File: src/common/lc3b_defines.svh
`ifndef LC3B_DEFINES_SVH
`define LC3B_DEFINES_SVH

// instruction fields kept by the control model
`define LC3B_OP_WIDTH   4
`define LC3B_NZP_WIDTH  3

// byte-addressed program counter
`define LC3B_PC_WIDTH   16
`define LC3B_RESET_PC   16'h0000

// distance between two consecutive instruction words
`define LC3B_PC_STEP    2

`endif

File: src/common/lc3b_pkg.sv
`default_nettype none

package lc3b_pkg;

    `include "lc3b_defines.svh"

    typedef logic [`LC3B_PC_WIDTH-1:0] lc3b_word;

    // branch condition mask, 000 never taken
    typedef logic [`LC3B_NZP_WIDTH-1:0] lc3b_nzp;

    typedef enum logic [`LC3B_OP_WIDTH-1:0] {
        op_br   = 4'b0000,
        op_add  = 4'b0001,
        op_ldb  = 4'b0010,
        op_stb  = 4'b0011,
        op_jsr  = 4'b0100,
        op_and  = 4'b0101,
        op_ldr  = 4'b0110,
        op_str  = 4'b0111,
        op_rti  = 4'b1000,
        op_not  = 4'b1001,
        op_ldi  = 4'b1010,
        op_sti  = 4'b1011,
        op_jmp  = 4'b1100,
        op_shf  = 4'b1101,
        op_lea  = 4'b1110,
        op_trap = 4'b1111
    } lc3b_opcode;

    // one pipeline slot, all zero reads as a br with nzp 000
    typedef struct packed {
        logic       valid;
        lc3b_opcode op;
        lc3b_nzp    nzp;
        lc3b_word   pc;
    } stage_info_t;

    // LDI/STI between first and second data access
    typedef struct packed {
        logic       active;
        lc3b_opcode op;
    } inter_info_t;

endpackage

`default_nettype wire

File: src/pipeline/pipe_track.sv
`timescale 1ns/100ps
`default_nettype none

module pipe_track (
    input  wire logic                 clk,
    input  wire logic                 i_reset,
    input  wire logic                 i_load,
    input  wire logic                 i_flush,
    input  wire logic                 i_fetch_valid,
    input  wire lc3b_pkg::lc3b_opcode i_fetch_op,
    input  wire lc3b_pkg::lc3b_nzp    i_fetch_nzp,
    input  wire lc3b_pkg::lc3b_word   i_fetch_pc,
    input  wire logic                 i_dmem_resp,
    output lc3b_pkg::lc3b_opcode      o_op_id,
    output lc3b_pkg::lc3b_opcode      o_op_ex,
    output lc3b_pkg::lc3b_opcode      o_op_mem,
    output lc3b_pkg::lc3b_opcode      o_op_mem_inter,
    output lc3b_pkg::lc3b_opcode      o_op_wb,
    output lc3b_pkg::lc3b_nzp         o_nzp_id,
    output lc3b_pkg::lc3b_nzp         o_nzp_ex,
    output lc3b_pkg::lc3b_nzp         o_nzp_mem,
    output lc3b_pkg::lc3b_nzp         o_nzp_wb,
    output logic                      o_dmem_read,
    output logic                      o_dmem_write,
    output logic                      o_inter_read,
    output logic                      o_inter_write,
    output logic                      o_wb_valid
);

    import lc3b_pkg::*;

    stage_info_t fetch_rec;
    stage_info_t if_id;
    stage_info_t id_ex;
    stage_info_t ex_mem;
    stage_info_t mem_wb;
    stage_info_t wb_d;
    inter_info_t inter_q;
    inter_info_t inter_d;
    logic        ind_mem;
    logic        first_resp;
    logic        second_resp;

    always_comb begin
        fetch_rec = '0;
        if (i_fetch_valid) begin
            fetch_rec.valid = 1'b1;
            fetch_rec.op    = i_fetch_op;
            fetch_rec.nzp   = i_fetch_nzp;
            fetch_rec.pc    = i_fetch_pc;
        end
    end

    // the slot leaving MEM is younger than a taken branch in WB
    assign wb_d = i_flush ? stage_info_t'('0) : ex_mem;

    stage_reg #(.T(stage_info_t)) u_if_id (
        .clk(clk), .i_reset(i_reset), .i_load(i_load), .i_flush(i_flush),
        .i_d(fetch_rec), .o_q(if_id)
    );

    stage_reg #(.T(stage_info_t)) u_id_ex (
        .clk(clk), .i_reset(i_reset), .i_load(i_load), .i_flush(i_flush),
        .i_d(if_id), .o_q(id_ex)
    );

    stage_reg #(.T(stage_info_t)) u_ex_mem (
        .clk(clk), .i_reset(i_reset), .i_load(i_load), .i_flush(i_flush),
        .i_d(id_ex), .o_q(ex_mem)
    );

    stage_reg #(.T(stage_info_t)) u_mem_wb (
        .clk(clk), .i_reset(i_reset), .i_load(i_load), .i_flush(1'b0),
        .i_d(wb_d), .o_q(mem_wb)
    );

    // indirect access, pointer first then data
    assign ind_mem     = ex_mem.valid && (ex_mem.op == op_ldi || ex_mem.op == op_sti);
    assign first_resp  = i_dmem_resp && ind_mem && !inter_q.active;
    assign second_resp = i_dmem_resp && inter_q.active;

    always_comb begin
        inter_d = '0;
        if (first_resp) begin
            inter_d.active = 1'b1;
            inter_d.op     = ex_mem.op;
        end
    end

    stage_reg #(.T(inter_info_t)) u_mem_inter (
        .clk(clk), .i_reset(i_reset), .i_load(first_resp || second_resp),
        .i_flush(i_flush), .i_d(inter_d), .o_q(inter_q)
    );

    always_comb begin
        o_dmem_read  = 1'b0;
        o_dmem_write = 1'b0;
        if (ex_mem.valid) begin
            case (ex_mem.op)
                op_ldr, op_ldb, op_ldi: o_dmem_read = 1'b1;
                op_str, op_stb:         o_dmem_write = 1'b1;
                // STI reads its pointer, then writes through it
                op_sti: begin
                    o_dmem_read  = !inter_q.active;
                    o_dmem_write = inter_q.active;
                end
                default: ;
            endcase
        end
    end

    assign o_inter_read  = inter_q.active && (inter_q.op == op_ldi);
    assign o_inter_write = inter_q.active && (inter_q.op == op_sti);

    assign o_op_id        = if_id.op;
    assign o_op_ex        = id_ex.op;
    assign o_op_mem       = ex_mem.op;
    assign o_op_mem_inter = inter_q.op;
    assign o_op_wb        = mem_wb.op;
    assign o_nzp_id       = if_id.nzp;
    assign o_nzp_ex       = id_ex.nzp;
    assign o_nzp_mem      = ex_mem.nzp;
    assign o_nzp_wb       = mem_wb.nzp;

    // retires on the cycle it leaves WB
    assign o_wb_valid = mem_wb.valid && i_load;

endmodule

`default_nettype wire

File: src/pipeline/stage_reg.sv
`timescale 1ns/100ps
`default_nettype none

module stage_reg #(
    parameter type T = logic
) (
    input  wire logic clk,
    input  wire logic i_reset,
    input  wire logic i_load,
    input  wire logic i_flush,
    input  wire T     i_d,
    output T          o_q
);

    // an all-zero slot carries a clear valid bit
    always_ff @(posedge clk) begin
        if (i_reset || i_flush) begin
            o_q <= '0;
        end else if (i_load) begin
            o_q <= i_d;
        end
    end

endmodule

`default_nettype wire

File: src/fetch_unit.sv
`timescale 1ns/100ps
`default_nettype none

`include "lc3b_defines.svh"

module fetch_unit (
    input  wire logic               clk,
    input  wire logic               i_reset,
    input  wire logic               i_load_pc,
    input  wire logic               i_redirect,
    input  wire lc3b_pkg::lc3b_word i_redirect_pc,
    output lc3b_pkg::lc3b_word      o_pc
);

    import lc3b_pkg::*;

    lc3b_word pc_q;
    lc3b_word pc_inc;
    lc3b_word pc_next;

    // sequential fetch, predicted not taken
    assign pc_inc = pc_q + lc3b_word'(`LC3B_PC_STEP);

    always_comb begin
        pc_next = pc_inc;
        // control instruction retiring in WB supplies the target
        if (i_redirect) begin
            pc_next = i_redirect_pc;
        end
    end

    always_ff @(posedge clk) begin
        if (i_reset) begin
            pc_q <= `LC3B_RESET_PC;
        end else if (i_load_pc) begin
            pc_q <= pc_next;
        end
    end

    // address of the instruction being requested
    assign o_pc = pc_q;

endmodule

`default_nettype wire

File: src/hazard_detection.sv
`timescale 1ns/100ps
`default_nettype none

module hazard_detection (
    input  wire logic                 i_br_enable,
    input  wire logic                 i_imem_resp,
    input  wire logic                 i_dmem_resp,
    input  wire logic                 i_dmem_read,
    input  wire logic                 i_dmem_write,
    input  wire logic                 i_inter_read,
    input  wire logic                 i_inter_write,
    input  wire lc3b_pkg::lc3b_opcode i_op_id,
    input  wire lc3b_pkg::lc3b_opcode i_op_ex,
    input  wire lc3b_pkg::lc3b_opcode i_op_mem,
    input  wire lc3b_pkg::lc3b_opcode i_op_mem_inter,
    input  wire lc3b_pkg::lc3b_opcode i_op_wb,
    input  wire lc3b_pkg::lc3b_nzp    i_nzp_id,
    input  wire lc3b_pkg::lc3b_nzp    i_nzp_ex,
    input  wire lc3b_pkg::lc3b_nzp    i_nzp_mem,
    input  wire lc3b_pkg::lc3b_nzp    i_nzp_wb,
    output logic                      o_load,
    output logic                      o_load_pc,
    output logic                      o_ctrl_at_wb,
    output logic                      o_flush,
    output logic                      o_imem_read
);

    import lc3b_pkg::*;

    logic mem_op;
    logic fetch_done;
    logic ind_mem;
    logic inter_done;
    logic taken_br_wb;
    logic br_at_wb;
    logic br_in_flight;
    logic stall;

    // unconditional control transfers
    function automatic logic is_jump(input lc3b_opcode op);
        return (op == op_jmp) || (op == op_jsr) || (op == op_trap);
    endfunction

    // a br with nzp 000 is a bubble or a no-op
    function automatic logic is_real_br(input lc3b_opcode op, input lc3b_nzp nzp);
        return (op == op_br) && (nzp != 3'b000);
    endfunction

    assign mem_op     = i_dmem_read | i_dmem_write;
    assign fetch_done = i_imem_resp & o_imem_read;
    assign ind_mem    = (i_op_mem == op_ldi) || (i_op_mem == op_sti);

    // second access of LDI/STI answered this cycle
    assign inter_done = i_dmem_resp &&
        (((i_op_mem_inter == op_ldi) && i_inter_read) ||
         ((i_op_mem_inter == op_sti) && i_inter_write));

    assign br_at_wb    = is_real_br(i_op_wb, i_nzp_wb);
    assign taken_br_wb = br_at_wb && i_br_enable;

    assign br_in_flight = is_real_br(i_op_id, i_nzp_id) ||
                          is_real_br(i_op_ex, i_nzp_ex) ||
                          is_real_br(i_op_mem, i_nzp_mem);

    assign o_ctrl_at_wb = taken_br_wb || is_jump(i_op_wb);

    // wrong-path slots behind a mispredicted branch
    assign o_flush = taken_br_wb;

    always_comb begin
        o_imem_read = 1'b1;
        // target unknown until the jump reaches WB
        if (is_jump(i_op_id) || is_jump(i_op_ex) || is_jump(i_op_mem)) begin
            o_imem_read = 1'b0;
        end
        // PC is being redirected this cycle
        if (o_ctrl_at_wb) begin
            o_imem_read = 1'b0;
        end
    end

    always_comb begin
        stall = 1'b0;

        // data access in MEM not answered yet
        if (mem_op && !i_dmem_resp) begin
            stall = 1'b1;
        end

        // LDI/STI keep MEM until the second access completes
        if (ind_mem && !inter_done) begin
            stall = 1'b1;
        end

        // hold a conditional branch together with its fall-through fetch
        // instead of letting a bubble slip in behind it
        if (br_in_flight && o_imem_read && !i_imem_resp && !mem_op && !br_at_wb) begin
            stall = 1'b1;
        end

        o_load    = !stall;
        o_load_pc = fetch_done && !stall;

        // redirect does not wait for the pipeline to move
        if (o_ctrl_at_wb) begin
            o_load_pc = 1'b1;
        end
    end

endmodule

`default_nettype wire

File: src/pipe_ctrl_top.sv
`timescale 1ns/100ps
`default_nettype none

module pipe_ctrl_top (
    input  wire logic                 clk,
    input  wire logic                 i_reset,
    input  wire logic                 i_imem_resp,
    input  wire lc3b_pkg::lc3b_opcode i_fetch_op,
    input  wire lc3b_pkg::lc3b_nzp    i_fetch_nzp,
    input  wire logic                 i_dmem_resp,
    input  wire logic                 i_br_enable,
    input  wire lc3b_pkg::lc3b_word   i_redirect_pc,
    output lc3b_pkg::lc3b_word        o_pc,
    output logic                      o_imem_read,
    output logic                      o_dmem_read,
    output logic                      o_dmem_write,
    output logic                      o_flush,
    output logic                      o_wb_valid,
    output lc3b_pkg::lc3b_opcode      o_wb_op
);

    import lc3b_pkg::*;

    logic       load;
    logic       load_pc;
    logic       ctrl_at_wb;
    logic       fetch_valid;
    logic       inter_read;
    logic       inter_write;
    lc3b_opcode op_id;
    lc3b_opcode op_ex;
    lc3b_opcode op_mem;
    lc3b_opcode op_mem_inter;
    lc3b_nzp    nzp_id;
    lc3b_nzp    nzp_ex;
    lc3b_nzp    nzp_mem;
    lc3b_nzp    nzp_wb;

    // a PC load outside a redirect means an instruction arrived
    assign fetch_valid = load_pc && !ctrl_at_wb;

    fetch_unit u_fetch (
        .clk(clk), .i_reset(i_reset), .i_load_pc(load_pc),
        .i_redirect(ctrl_at_wb), .i_redirect_pc(i_redirect_pc), .o_pc(o_pc)
    );

    pipe_track u_track (
        .clk(clk), .i_reset(i_reset), .i_load(load), .i_flush(o_flush),
        .i_fetch_valid(fetch_valid), .i_fetch_op(i_fetch_op),
        .i_fetch_nzp(i_fetch_nzp), .i_fetch_pc(o_pc), .i_dmem_resp(i_dmem_resp),
        .o_op_id(op_id), .o_op_ex(op_ex), .o_op_mem(op_mem),
        .o_op_mem_inter(op_mem_inter), .o_op_wb(o_wb_op),
        .o_nzp_id(nzp_id), .o_nzp_ex(nzp_ex), .o_nzp_mem(nzp_mem), .o_nzp_wb(nzp_wb),
        .o_dmem_read(o_dmem_read), .o_dmem_write(o_dmem_write),
        .o_inter_read(inter_read), .o_inter_write(inter_write), .o_wb_valid(o_wb_valid)
    );

    hazard_detection u_hazard (
        .i_br_enable(i_br_enable), .i_imem_resp(i_imem_resp), .i_dmem_resp(i_dmem_resp),
        .i_dmem_read(o_dmem_read), .i_dmem_write(o_dmem_write),
        .i_inter_read(inter_read), .i_inter_write(inter_write),
        .i_op_id(op_id), .i_op_ex(op_ex), .i_op_mem(op_mem),
        .i_op_mem_inter(op_mem_inter), .i_op_wb(o_wb_op),
        .i_nzp_id(nzp_id), .i_nzp_ex(nzp_ex), .i_nzp_mem(nzp_mem), .i_nzp_wb(nzp_wb),
        .o_load(load), .o_load_pc(load_pc), .o_ctrl_at_wb(ctrl_at_wb),
        .o_flush(o_flush), .o_imem_read(o_imem_read)
    );

endmodule

`default_nettype wire
File: config.mk
export PLATFORM = sky130hd
export DESIGN_NAME = pipe_ctrl_top
export DESIGN_NICKNAME = d
export VERILOG_FILES = /design/src/common/lc3b_pkg.sv /design/src/pipeline/pipe_track.sv /design/src/pipeline/stage_reg.sv /design/src/fetch_unit.sv /design/src/hazard_detection.sv /design/src/pipe_ctrl_top.sv
export VERILOG_INCLUDE_DIRS = /design/src /design/src/common
export SDC_FILE = /design/constraint.sdc
export NUM_CORES = 1
export LEC_CHECK = 0
export ABC_AREA = 1
export BUFFER_PORTS_ARGS = -buffer_cell sky130_fd_sc_hd__buf_2
export CAP_MARGIN = 30
export CORE_ASPECT_RATIO = 0.8
export CORE_MARGIN = 5
export CORE_UTILIZATION = 30
export CTS_CLUSTER_DIAMETER = 80
export DETAILED_ROUTE_END_ITERATION = 10
export GPL_ROUTABILITY_DRIVEN = 0
export PLACE_DENSITY = 0.47
export REMOVE_ABC_BUFFERS = 1
export SYNTH_ARGS = -nofsm -noshare
export SYNTH_HDL_FRONTEND = slang
export SYNTH_SLANG_ARGS = --single-unit
File: constraint.sdc
create_clock -name clk -period 3.9 [get_ports clk]
set_clock_uncertainty 0.15 [all_clocks]
set_input_delay 1.17 -clock clk [delete_from_list [all_inputs] [get_ports clk]]
set_output_delay 1.17 -clock clk [all_outputs]
set_load 0.02 [all_outputs]
==> metrics.md, run 1 <==
| Metric | Value |
|---|---|
| Clock root cell | `clkbuf_16` |
| Hold Crit Class | `reg2reg` |
| Kind of critical path | `in2out` |
| Final ANT Viol Nets | `0` |
| First-pass GRT wire length | `12900 µm` |
| DP Area | `3160 µm²` |
| DRT Wirelength | `7700 µm` |
| Share of cells above drive strength 1 | `16.6%` |
| Adder-Cell Fraction of Synth Area | `0.439%` |
| Mux cell area share after synthesis | `0%` |
| Unique cell type count in the Yosys netlist | `30` |
| Endpoints failing setup | `0` |
| CTS tree | `built` |
| Slew at the pin closest to its max-slew limit | `0.545 ns` |
| Area contributors post-synth | `dfxtp_1 37%, nand2_1 16%, a21oi_1 10%` |
| Post-CTS Repair Setup Buffers | `0` |
| 1st-pass router iterations | `5` |
| Peak Freq | `0.301 GHz` |
| Setup slack at placement | `0.572 ns` |
| Cells after Synth | `433` |
| Fin util | `36.3%` |
| # IOs | `53` |
| Crit Path Max Fanout | `3` |
| Max-cap violations | `0` |
| DRC viols | `0` |
| Crit path launch type | `primary input` |
| Largest net degree at the start of global routing | `40` |
| Compound-Gate Fraction of Synth Area | `12.4%` |
| Starting Density | `31.1%` |
| Layout Cells excl Fill | `590` |
| Post-Place Cells | `582` |
| Tcrit/Tclk final | `85.3%` |
| Clock tree buffer depth | `2` |
| WP data arrival | `2.01 ns` |
| Number of I/O port buffers | `52` |
| Yosys warning count | `0` |
| GRT Total Usage | `13.3%` |
| Most common cell on crit path | `nand2_4` |
| Row cnt | `31` |
| Pwr dens | `939 nW/µm²` |
| Simple-gate share of the synthesized area | `37.6%` |
| Initial antenna violation count | `0` |
| Design Power | `3.12 mW` |
| Final net count | `503` |
| Leakage | `1.46 nW` |
| Die width | `119 µm` |
| CP Capture Type | `output port` |
| Clk slew on worst S/H paths | `0.06 ns` |
| Final instance area | `3330 µm²` |
| Slew Viols, Final | `0` |
| Worst-Skew Late Latency | `0.29 ns` |
| DR vias/cell | `4.72` |
| Flop and latch count out of synthesis | `52` |
| Overflow after GRT | `0` |
| XOR/XNOR share of the synthesized area | `2.77%` |
| Cts repair resizes | `0` |
| CTS Sinks | `52` |
| Number of global-route vias before repair | `2542` |
| Total CTS buffers | `5` |
| Max stage delay on crit path | `0.17 ns` |
| Largest family of logic cells by synthesized area | `simple AND/OR/NAND/NOR gates` |
| CORE AREA | `9150 µm²` |
| Fin Hold WS | `0.297 ns` |
| Slew HR | `63.5%` |
| Worst path cell trace | `buf_2, nand3_1, nand2_4, nor2_8, nand2_4, nand2_4, nor2_1, buf_2` |
| Final setup TNS | `0 ns` |
| Final Hold Viols | `0` |
| Vias | `2784` |
| Slowest CP cell | `nand3_1` |
| Buf+Inv Stages, Crit Path | `2` |
| Top cell type by total area after synthesis | `dfxtp_1` |
| Antenna cell count | `0` |
| Setup ws final | `0.572 ns` |
| Synthesized area | `2850 µm²` |
| Register area share after synthesis | `36.6%` |
| Die Ht | `97.1 µm` |
| DR WL/cell | `13.1 µm` |
| Die ar. | `11600 µm²` |
| RSZ-0062 raised after global routing | `no` |
| Crit-path leading delay family | `simple AND/OR/NAND/NOR gates` |
| CTS H-tree lvls | `2` |
| DR iter-0 viols | `156` |
| Hold_buf cts | `0` |
| Worst path required time | `2.58 ns` |
| Post-DP HPWL | `5250 µm` |
| Tmin final | `3.33 ns` |
| Status | `finished, final reports clean` |
| Peak supply drop | `0.338 mV` |
| Synth top area share | `36.6%` |
| Mean Syn Cell Area | `6.58 µm²` |
| P&R area growth vs syn | `16.8%` |
-- sequential cells by signal (all words and copies together) (netlist names) --
register                 count
u_track.u_if_id.o_q          8
u_track.u_mem_inter.o_q      4
u_fetch.o_pc                16
u_track.u_mem_wb.o_q         8
u_track.u_ex_mem.o_q         8
u_track.u_id_ex.o_q          8
-- synth_stat cells, drive strengths merged --
| cell | instances |
|---|---|
| o21ai | 9 |
| clkbuf | 6 |
| inv | 38 |
| ha | 1 |
| a211oi | 1 |
| dfxtp | 52 |
| o22ai | 1 |
| nor3 | 7 |
| a21oi | 59 |
| nand2 | 125 |
| xor2 | 8 |
| xnor2 | 1 |
| nor2 | 42 |
| nand4 | 9 |
| buf | 19 |
| nand3b | 2 |
| clkinv | 2 |
| nand3 | 51 |
-- power breakdown --
| group | internal [mW] | leakage [nW] | switching (mW) |
|---|---|---|---|
| registers | 0.690 | 0.424 | 0.139 |
| clock network | 0.302 | 0.0808 | 0.195 |
| logic | 0.594 | 0.955 | 1.20 |
-- final timing paths --
check,from,endpoint,slack [ns],cells after the start
worst max register to register,u_track.u_mem_wb.o_q[19]$_SDFFE_PP0N_,u_fetch.o_pc[7]$_SDFFE_PP0P_,1.61,12
worst max-delay path,i_br_enable,o_wb_valid,0.57,8
worst min-delay path,u_track.u_mem_inter.o_q[2]$_SDFFE_PP0P_,u_track.u_mem_inter.o_q[2]$_SDFFE_PP0P_,0.30,2
worst min register to register,u_track.u_mem_inter.o_q[2]$_SDFFE_PP0P_,u_track.u_mem_inter.o_q[2]$_SDFFE_PP0P_,0.30,2
-- area by class of cell --
class	count	area, µm²
clock buffers	6	129
clock inverters	2	35.0
fillers	1017	5830
inverters	40	150
multi-input cells	316	1520
flip-flops and latches	52	1040
well taps	115	144
repair buffers	59	313
-- layout by cell type, fill, tap and decap left out, drive strengths merged --
cell type and n:
clkinv 3, xnor2 1, clkbuf 6, nand4 9, bufinv 1, inv 38
o22ai 1, o21ai 9, a211oi 1, nand3b 2, a21oi 59, nor2 42
dfxtp 52, buf 59, nor3 7, ha 1, nand3 51, xor2 8
nand2 125
-- kinds of logic (layout without fill, tap and decap cells) --
family,after synthesis,after routing
DFF,52,52
xor gates and xnor gates,9,9
adders and majority gates,1,1
buffers and inverters,65,107
AOI/OAI and AO/OA,70,70
and+or+nand+nor,236,236
-- worst register-to-register path, stage by stage, from the launching register on --
cell and delay, ns:
dfxtp_1 0.34, inv_1 0.06, nand2_1 0.05, nor2_1 0.21, nand3_1 0.21, nand2_4 0.15, buf_4 0.30, inv_1 0.10
buf_4 0.26, nand2_1 0.11, o21ai_0 0.07, a21oi_1 0.12, nor2_1 0.06
-- routing by layer --
metal  global-route usage [%]  vias up  share of wire, %
li1                         -     1475                 -
met1                     20.1     1274                55
met2                     19.3       33                42
met3                     2.74        2               3.1
met4                     2.94        0              0.52
met5                        0        -                 0
No activity file was read; power rests on OpenSTA's default activity.
==> inputs of run 2 (changes only) <==
Settings changed: BUFFER_PORTS_ARGS -buffer_cell sky130_fd_sc_hd__buf_2 to not set, CELL_PAD_IN_SITES_DETAIL_PLACEMENT set to 0, CELL_PAD_IN_SITES_GLOBAL_PLACEMENT set to 1, DONT_BUFFER_PORTS set to 1, PLACE_DENSITY 0.47 to 0.56.
Clock period 3.9 ns to 3.6 ns, I/O delays scaled along.
==> run 2 against run 1 <==
Compared with the run above: die area unchanged; sequential cell count is the same; sequential share of layout area up 2.6 points; clock power is essentially flat; setup slack worse by 0.061 ns; global-route usage grew 0.59 points; hold slack got worse by 0.0010 ns; via count shrank 6.8%; largest cell class unchanged.
==> metrics.md, run 2 (synthesized netlist as in run 1, its figures left out) <==
| Metric | Value |
|---|---|
| CTS Sinks | `52` |
| Hold Crit Class | `reg2reg` |
| Largest net degree at the start of global routing | `33` |
| Die width | `119 µm` |
| WP data arrival | `1.86 ns` |
| Slew at the pin closest to its max-slew limit | `0.709 ns` |
| Slew Viols, Final | `0` |
| Critical Path Sink | `o_wb_valid` |
| Crit Path Max Fanout | `3` |
| # fillers | `1031` |
| GRT Total Usage | `13.9%` |
| Tcrit/Tclk final | `85.8%` |
| Crit path launch type | `primary input` |
| Initial antenna violation count | `0` |
| P&R area growth vs syn | `7.86%` |
| Reg-to-reg critical path startpoint | `u_track.u_ex_mem.o_q[22]$_SDFFE_PP0N_` |
| Starting Density | `31.1%` |
| Worst R2R Path Depth | `8` |
| Cts repair resizes | `0` |
| Slowest CP cell | `nor2_8` |
| Final ANT Viol Nets | `0` |
| Final net count | `452` |
| Final setup TNS | `0 ns` |
| Share of cells above drive strength 1 | `6.84%` |
| Status | `finished, final reports clean` |
| Switching Share | `51.2%` |
| # IOs | `53` |
| Crit-path leading delay family | `simple AND/OR/NAND/NOR gates` |
| DR vias/cell | `4.81` |
| DRC viols | `0` |
| Max-cap violations | `0` |
| Clk slew on worst S/H paths | `0.07 ns` |
| Final Hold Viols | `0` |
| Worst path cell trace | `nand3_1, nand2_4, nor2_8, nand2_4, nand2_4, nor2_1, buf_4` |
| Psw | `1.69 mW` |
| Number of global-route vias before repair | `2460` |
| Int Pwr | `1.61 mW` |
| Die ar. | `11600 µm²` |
| Overflow after GRT | `0` |
| Row cnt | `31` |
| Seq pwr share | `30.4%` |
| Clock tree buffer depth | `2` |
| Crit. path cell count | `7` |
| Worst path required time | `2.37 ns` |
| CORE AREA | `9150 µm²` |
| Leakage | `1.22 nW` |
| CP Capture Type | `output port` |
| Post-CTS Repair Setup Buffers | `0` |
| Logic pwr share | `54.5%` |
| Number of I/O port buffers | `0` |
| DR iter-0 viols | `148` |
| Max stage delay on crit path | `0.21 ns` |
| Slew HR | `52.5%` |
| Vias | `2594` |
| Total CTS buffers | `5` |
| First-pass GRT wire length | `13000 µm` |
| Worst-Skew Late Latency | `0.30 ns` |
| Hold_buf cts | `0` |
| CTS H-tree lvls | `2` |
| Endpoints failing setup | `0` |
| Reg-to-reg endpoint | `u_fetch.o_pc[4]$_SDFFE_PP0P_` |
| Kind of critical path | `in2out` |
| DRT Wirelength | `8000 µm` |
| Most common cell on crit path | `nand2_4` |
| Peak Freq | `0.324 GHz` |
| Commonest non-fill, non-tap cell in the layout | `nand2_1` |
| RSZ-0062 raised after global routing | `no` |
| Buf+Inv Stages, Crit Path | `1` |
| Antenna cell count | `0` |
| Pwr dens | `1070 nW/µm²` |
| Most frequent cells in the layout | `121 x nand2_1, 59 x a21oi_1, 52 x dfxtp_1` |
| CTS tree | `built` |
| R2r setup slk | `1.28 ns` |
| Final instance area | `3070 µm²` |
| Tmin final | `3.09 ns` |
| 1st-pass router iterations | `4` |
| Die Ht | `97.1 µm` |
| Max reg flops | `16` |
| Clock network power share | `15.0%` |
| Post-DP HPWL | `5470 µm` |
| DP Area | `2920 µm²` |
| Clock root cell | `clkbuf_16` |
| DR WL/cell | `14.8 µm` |
| Peak supply drop | `0.316 mV` |
| Fin util | `33.6%` |
| Worst setup path startpoint | `i_br_enable` |
[run 2: worst min path at each step]
stage                     cells past startpoint                               startpoint                                       to  slack, ns
after detailed placement                      2  u_track.u_mem_inter.o_q[2]$_SDFFE_PP0P_  u_track.u_mem_inter.o_q[2]$_SDFFE_PP0P_       0.29
after floorplan                               2  u_track.u_mem_inter.o_q[2]$_SDFFE_PP0P_  u_track.u_mem_inter.o_q[2]$_SDFFE_PP0P_       0.27
after global placement                        2  u_track.u_mem_inter.o_q[2]$_SDFFE_PP0P_  u_track.u_mem_inter.o_q[2]$_SDFFE_PP0P_       0.29
after CTS                                     2  u_track.u_mem_inter.o_q[2]$_SDFFE_PP0P_  u_track.u_mem_inter.o_q[2]$_SDFFE_PP0P_       0.30
final                                         2  u_track.u_mem_inter.o_q[2]$_SDFFE_PP0P_  u_track.u_mem_inter.o_q[2]$_SDFFE_PP0P_       0.30
after global routing                          2  u_track.u_mem_inter.o_q[2]$_SDFFE_PP0P_  u_track.u_mem_inter.o_q[2]$_SDFFE_PP0P_       0.33
[run 2: stage by stage]
step	power [mW]	std cells	hold slack [ns]	worst slack [ns]
2_1_floorplan	2.29	408	0.271	0.0984
3_3_place_gp	2.82	531	0.288	0.512
3_5_place_dp	2.84	531	0.289	0.505
4_1_cts	3.35	539	0.299	0.501
5_1_grt	3.64	539	0.326	0.407
6_report	3.30	539	0.296	0.512
[run 2: worst register-to-register path, delay by kind of cell, from the launching register on]
family / cells / cell delay [ns]
compound gates: 2 / 0.41
flops: 1 / 0.46
buf+inv: 2 / 0.43
simple gates: 4 / 0.76
[run 2: power by group through the flow]
| stage | logic (mW) | registers, mW | clock network (mW) |
|---|---|---|---|
| after global routing | 2.07 | 1.04 | 0.535 |
| after detailed placement | 1.82 | 1.02 | 0 |
| final | 1.80 | 1.00 | 0.495 |
| after floorplan | 1.32 | 0.967 | 0 |
| after global placement | 1.79 | 1.02 | 0 |
| after CTS | 1.82 | 1.01 | 0.515 |
[run 2: cell type report]
type / count / area (µm²) / share of cell area [%]
multi-input combinational: 316 / 1520 / 49.3
timing repair buffer: 8 / 72.6 / 2.36
inverter: 40 / 150 / 4.89
sequential: 52 / 1040 / 33.9
clock buffer: 5 / 125 / 4.07
tap: 115 / 144 / 4.68
clock inverter: 3 / 23.8 / 0.774
[run 2: routing by layer]
layer / global-route usage (%) / share of wire [%] / up-vias
met5: 0 / 0 / -
met4: 4.01 / 1.2 / 0
met3: 4.83 / 6.3 / 8
met2: 18.5 / 38 / 57
met1: 20.8 / 54 / 1150
li1: - / - / 1379
==> inputs of run 3 (changes only) <==
Settings changed: ABC_AREA 1 to not set, PLACE_DENSITY 0.56 to 0.55.
Clock period 3.6 ns to 2.6 ns, I/O delays scaled along.
==> run 3 against run 2 <==
Compared with the run above: the flow now finishes with violations (setup timing); hold slack better by 0.023 ns; sequential share of layout area is 1.1 points higher; first-iteration DRC count is 55% lower; routed wire length is 15% lower; sequential cell count stayed put; cell area is 2.9% lower; via count is 16% lower; highest routed layer unchanged.
==> metrics.md, run 3 <==
| Metric | Value |
|---|---|
| Status | `complete, but fails checks` |
| Failing checks | `setup timing` |
| Simple-gate share of the synthesized area | `25.5%` |
| Leakage | `1.19 nW` |
| Buf+Inv Stages, Crit Path | `0` |
| Endpoints failing setup | `1` |
| Vias | `2187` |
| Compound-Gate Fraction of Synth Area | `22.2%` |
| Post-DP HPWL | `4930 µm` |
| CTS H-tree lvls | `2` |
| # fillers | `892` |
| DRT Wirelength | `6820 µm` |
| GRT Total Usage | `13.0%` |
| Synthesized area | `2590 µm²` |
| Final ANT Viol Nets | `0` |
| Commonest non-fill, non-tap cell in the layout | `dfxtp_1` |
| Post-synth top cells | `52 x dfxtp_1, 43 x nand2_1, 24 x nor2_1` |
| Setup ws final | `-0.154 ns` |
| Max-cap violations | `0` |
| Total CTS buffers | `5` |
| Largest family of logic cells by synthesized area | `simple AND/OR/NAND/NOR gates` |
| Number of I/O port buffers | `0` |
| Crit-path leading delay family | `compound AO/OA/AOI/OAI gates` |
| Synth top area share | `40.2%` |
| DR WL/cell | `16.4 µm` |
| Kind of critical path | `reg2out` |
| Design Power | `3.78 mW` |
| Clock tree buffer depth | `2` |
| Crit Path Max Fanout | `2` |
| DP Area | `2810 µm²` |
| Area contributors post-synth | `dfxtp_1 40%, nand2_1 6.2%, mux2i_1 6.2%` |
| Unique cell type count in the Yosys netlist | `47` |
| Most frequent cells in the layout | `49 x dfxtp_1, 43 x nand2_1, 26 x buf_4` |
| Slew at the pin closest to its max-slew limit | `0.456 ns` |
| Mean Syn Cell Area | `8.90 µm²` |
| Slew Viols, Final | `0` |
| Cells after Synth | `291` |
| Number of global-route vias before repair | `2064` |
| Final setup TNS | `-0.154 ns` |
| Peak Freq | `0.363 GHz` |
| Flop and latch count out of synthesis | `52` |
| Antenna cell count | `0` |
| Initial antenna violation count | `0` |
| Adder-Cell Fraction of Synth Area | `0.483%` |
| Crit path launch type | `register` |
| Final net count | `331` |
| Die Ht | `93.1 µm` |
| Hold Crit Class | `reg2reg` |
| First-pass GRT wire length | `11100 µm` |
| XOR/XNOR share of the synthesized area | `0%` |
| Largest net degree at the start of global routing | `41` |
| DRC viols | `0` |
| 1st-pass router iterations | `4` |
| Final Hold Viols | `0` |
| P&R area growth vs syn | `15.2%` |
| # IOs | `53` |
| Pwr dens | `1270 nW/µm²` |
| DR vias/cell | `5.27` |
| Row cnt | `30` |
| Tmin final | `2.75 ns` |
| Worst path cell trace | `nor4_4, a32oi_2, a2111oi_4, a31oi_4, and2_4` |
| Asr flop ratio synth | `0%` |
| CTS tree | `built` |
| CORE AREA | `8450 µm²` |
| Post-synth EDFFs | `0` |
| Peak supply drop | `0.741 mV` |
| CTS Sinks | `52` |
| Final instance area | `2980 µm²` |
| Worst-Skew Late Latency | `0.31 ns` |
| Overflow after GRT | `0` |
| DR iter-0 viols | `66` |
| Mux cell area share after synthesis | `6.19%` |
| Layout Cells excl Fill | `415` |
| Post-synth top flop | `dfxtp_1` |
| Hold_buf cts | `0` |
| Worst path required time | `1.67 ns` |
| Die ar. | `10600 µm²` |
| CP Capture Type | `output port` |
| RSZ-0062 raised after global routing | `yes` |
| Share of cells above drive strength 1 | `20.1%` |
| Die width | `114 µm` |
| Tcrit/Tclk final | `106%` |
| Top cell type by total area after synthesis | `dfxtp_1` |
| Clk slew on worst S/H paths | `0.10 ns` |
| Clock root cell | `clkbuf_8` |
| Register area share after synthesis | `40.2%` |
| Max stage delay on crit path | `0.45 ns` |
| Starting Density | `30.7%` |
| Yosys warning count | `0` |
| Slowest CP cell | `a2111oi_4` |
| WP data arrival | `1.82 ns` |
| Most frequent cell after synthesis | `dfxtp_1` |
| Post-Place Cells | `407` |
| Slew HR | `69.1%` |
| Max reg flops | `16` |
| Fin util | `35.3%` |
## run 3: changes by cell type after synthesis, moves of 7 or more
| cell | before | now |
|---|---|---|
| nor2_1 | 40 | 24 |
| nand4_1 | 8 | 1 |
| o31ai_1 | 0 | 11 |
| nand2_1 | 121 | 43 |
| inv_1 | 35 | 2 |
| buf_2 | 11 | 2 |
| and3_1 | 0 | 14 |
| a21oi_1 | 59 | 15 |
| nand3_1 | 49 | 7 |
| mux2i_1 | 0 | 16 |
| xor2_1 | 8 | 0 |
| o22ai_1 | 1 | 8 |
| a311oi_1 | 0 | 14 |
| or4_1 | 0 | 11 |
## run 3: cell type report
cell class              instances  area (µm²)  share of cell area, %
inverters                       2        7.51                  0.252
clock buffers                   6        82.6                   2.77
well taps                     112         140                   4.70
flip-flops and latches         52        1040                   35.0
multi-input cells             214        1450                   48.7
clock inverters                 2        38.8                   1.30
repair buffers                 27         215                   7.22
## run 3: path summary, 6_finish.rpt
| kind | start | endpoint | slack, ns | depth (start not counted) |
|---|---|---|---|---|
| max | u_track.u_ex_mem.o_q[22]$_SDFFE_PP0N_ | o_wb_valid | -0.15 | 5 |
| min | u_track.u_mem_inter.o_q[2]$_SDFFE_PP0P_ | u_track.u_mem_inter.o_q[2]$_SDFFE_PP0P_ | 0.32 | 2 |
| max reg2reg | u_track.u_mem_wb.o_q[22]$_SDFFE_PP0N_ | u_track.u_mem_wb.o_q[19]$_SDFFE_PP0N_ | 0.31 | 7 |
| min reg2reg | u_track.u_mem_inter.o_q[2]$_SDFFE_PP0P_ | u_track.u_mem_inter.o_q[2]$_SDFFE_PP0P_ | 0.32 | 2 |
## run 3: metrics by stage
step	hold WS (ns)	setup slack, ns
2_1_floorplan	0.278	-0.866
3_3_place_gp	0.303	0.0166
3_5_place_dp	0.297	0.00245
4_1_cts	0.316	-0.224
5_1_grt	0.343	-0.238
6_report	0.320	-0.154
## run 3: kinds of logic (layout without fill, tap and decap cells)
logic type	after synthesis	after routing
DFF	52	52
and+or+nand+nor	125	125
buffers and inverters	25	37
AOI/OAI and AO/OA	72	72
adders and majority gates	1	1
muxes	16	16
## run 3: worst reg2reg max path: cells and delay by family, from the launching register on
family                 cells  cell delay, ns
AND/OR/NAND/NOR            3            0.78
AO/OA/AOI/OAI              2            0.45
buffers and inverters      2            0.52
flip-flops                 1            0.33
## run 3: report_power, final
part / switching (mW) / internal [mW] / leakage, nW
Sequential: 0.203 / 1.01 / 0.425
Combinational: 1.15 / 0.812 / 0.701
Clock: 0.291 / 0.316 / 0.0614
## run 3: layer usage
layer / part of all wire [%] / global-route usage (%)
met1: 52 / 19.6
met2: 42 / 17.9
met3: 5.5 / 3.75
met4: 0.60 / 2.97
met5: 0 / 0
## run 3: repair_timing
| item | in CTS | in global routing |
|---|---|---|
| cloned | 0 | 0 |
| pin swaps | 5 | 5 |
| resized for setup | 4 | 10 |
| endpoints found under the setup margin | 2 | 4 |
| buffers inserted | 1 | 0 |
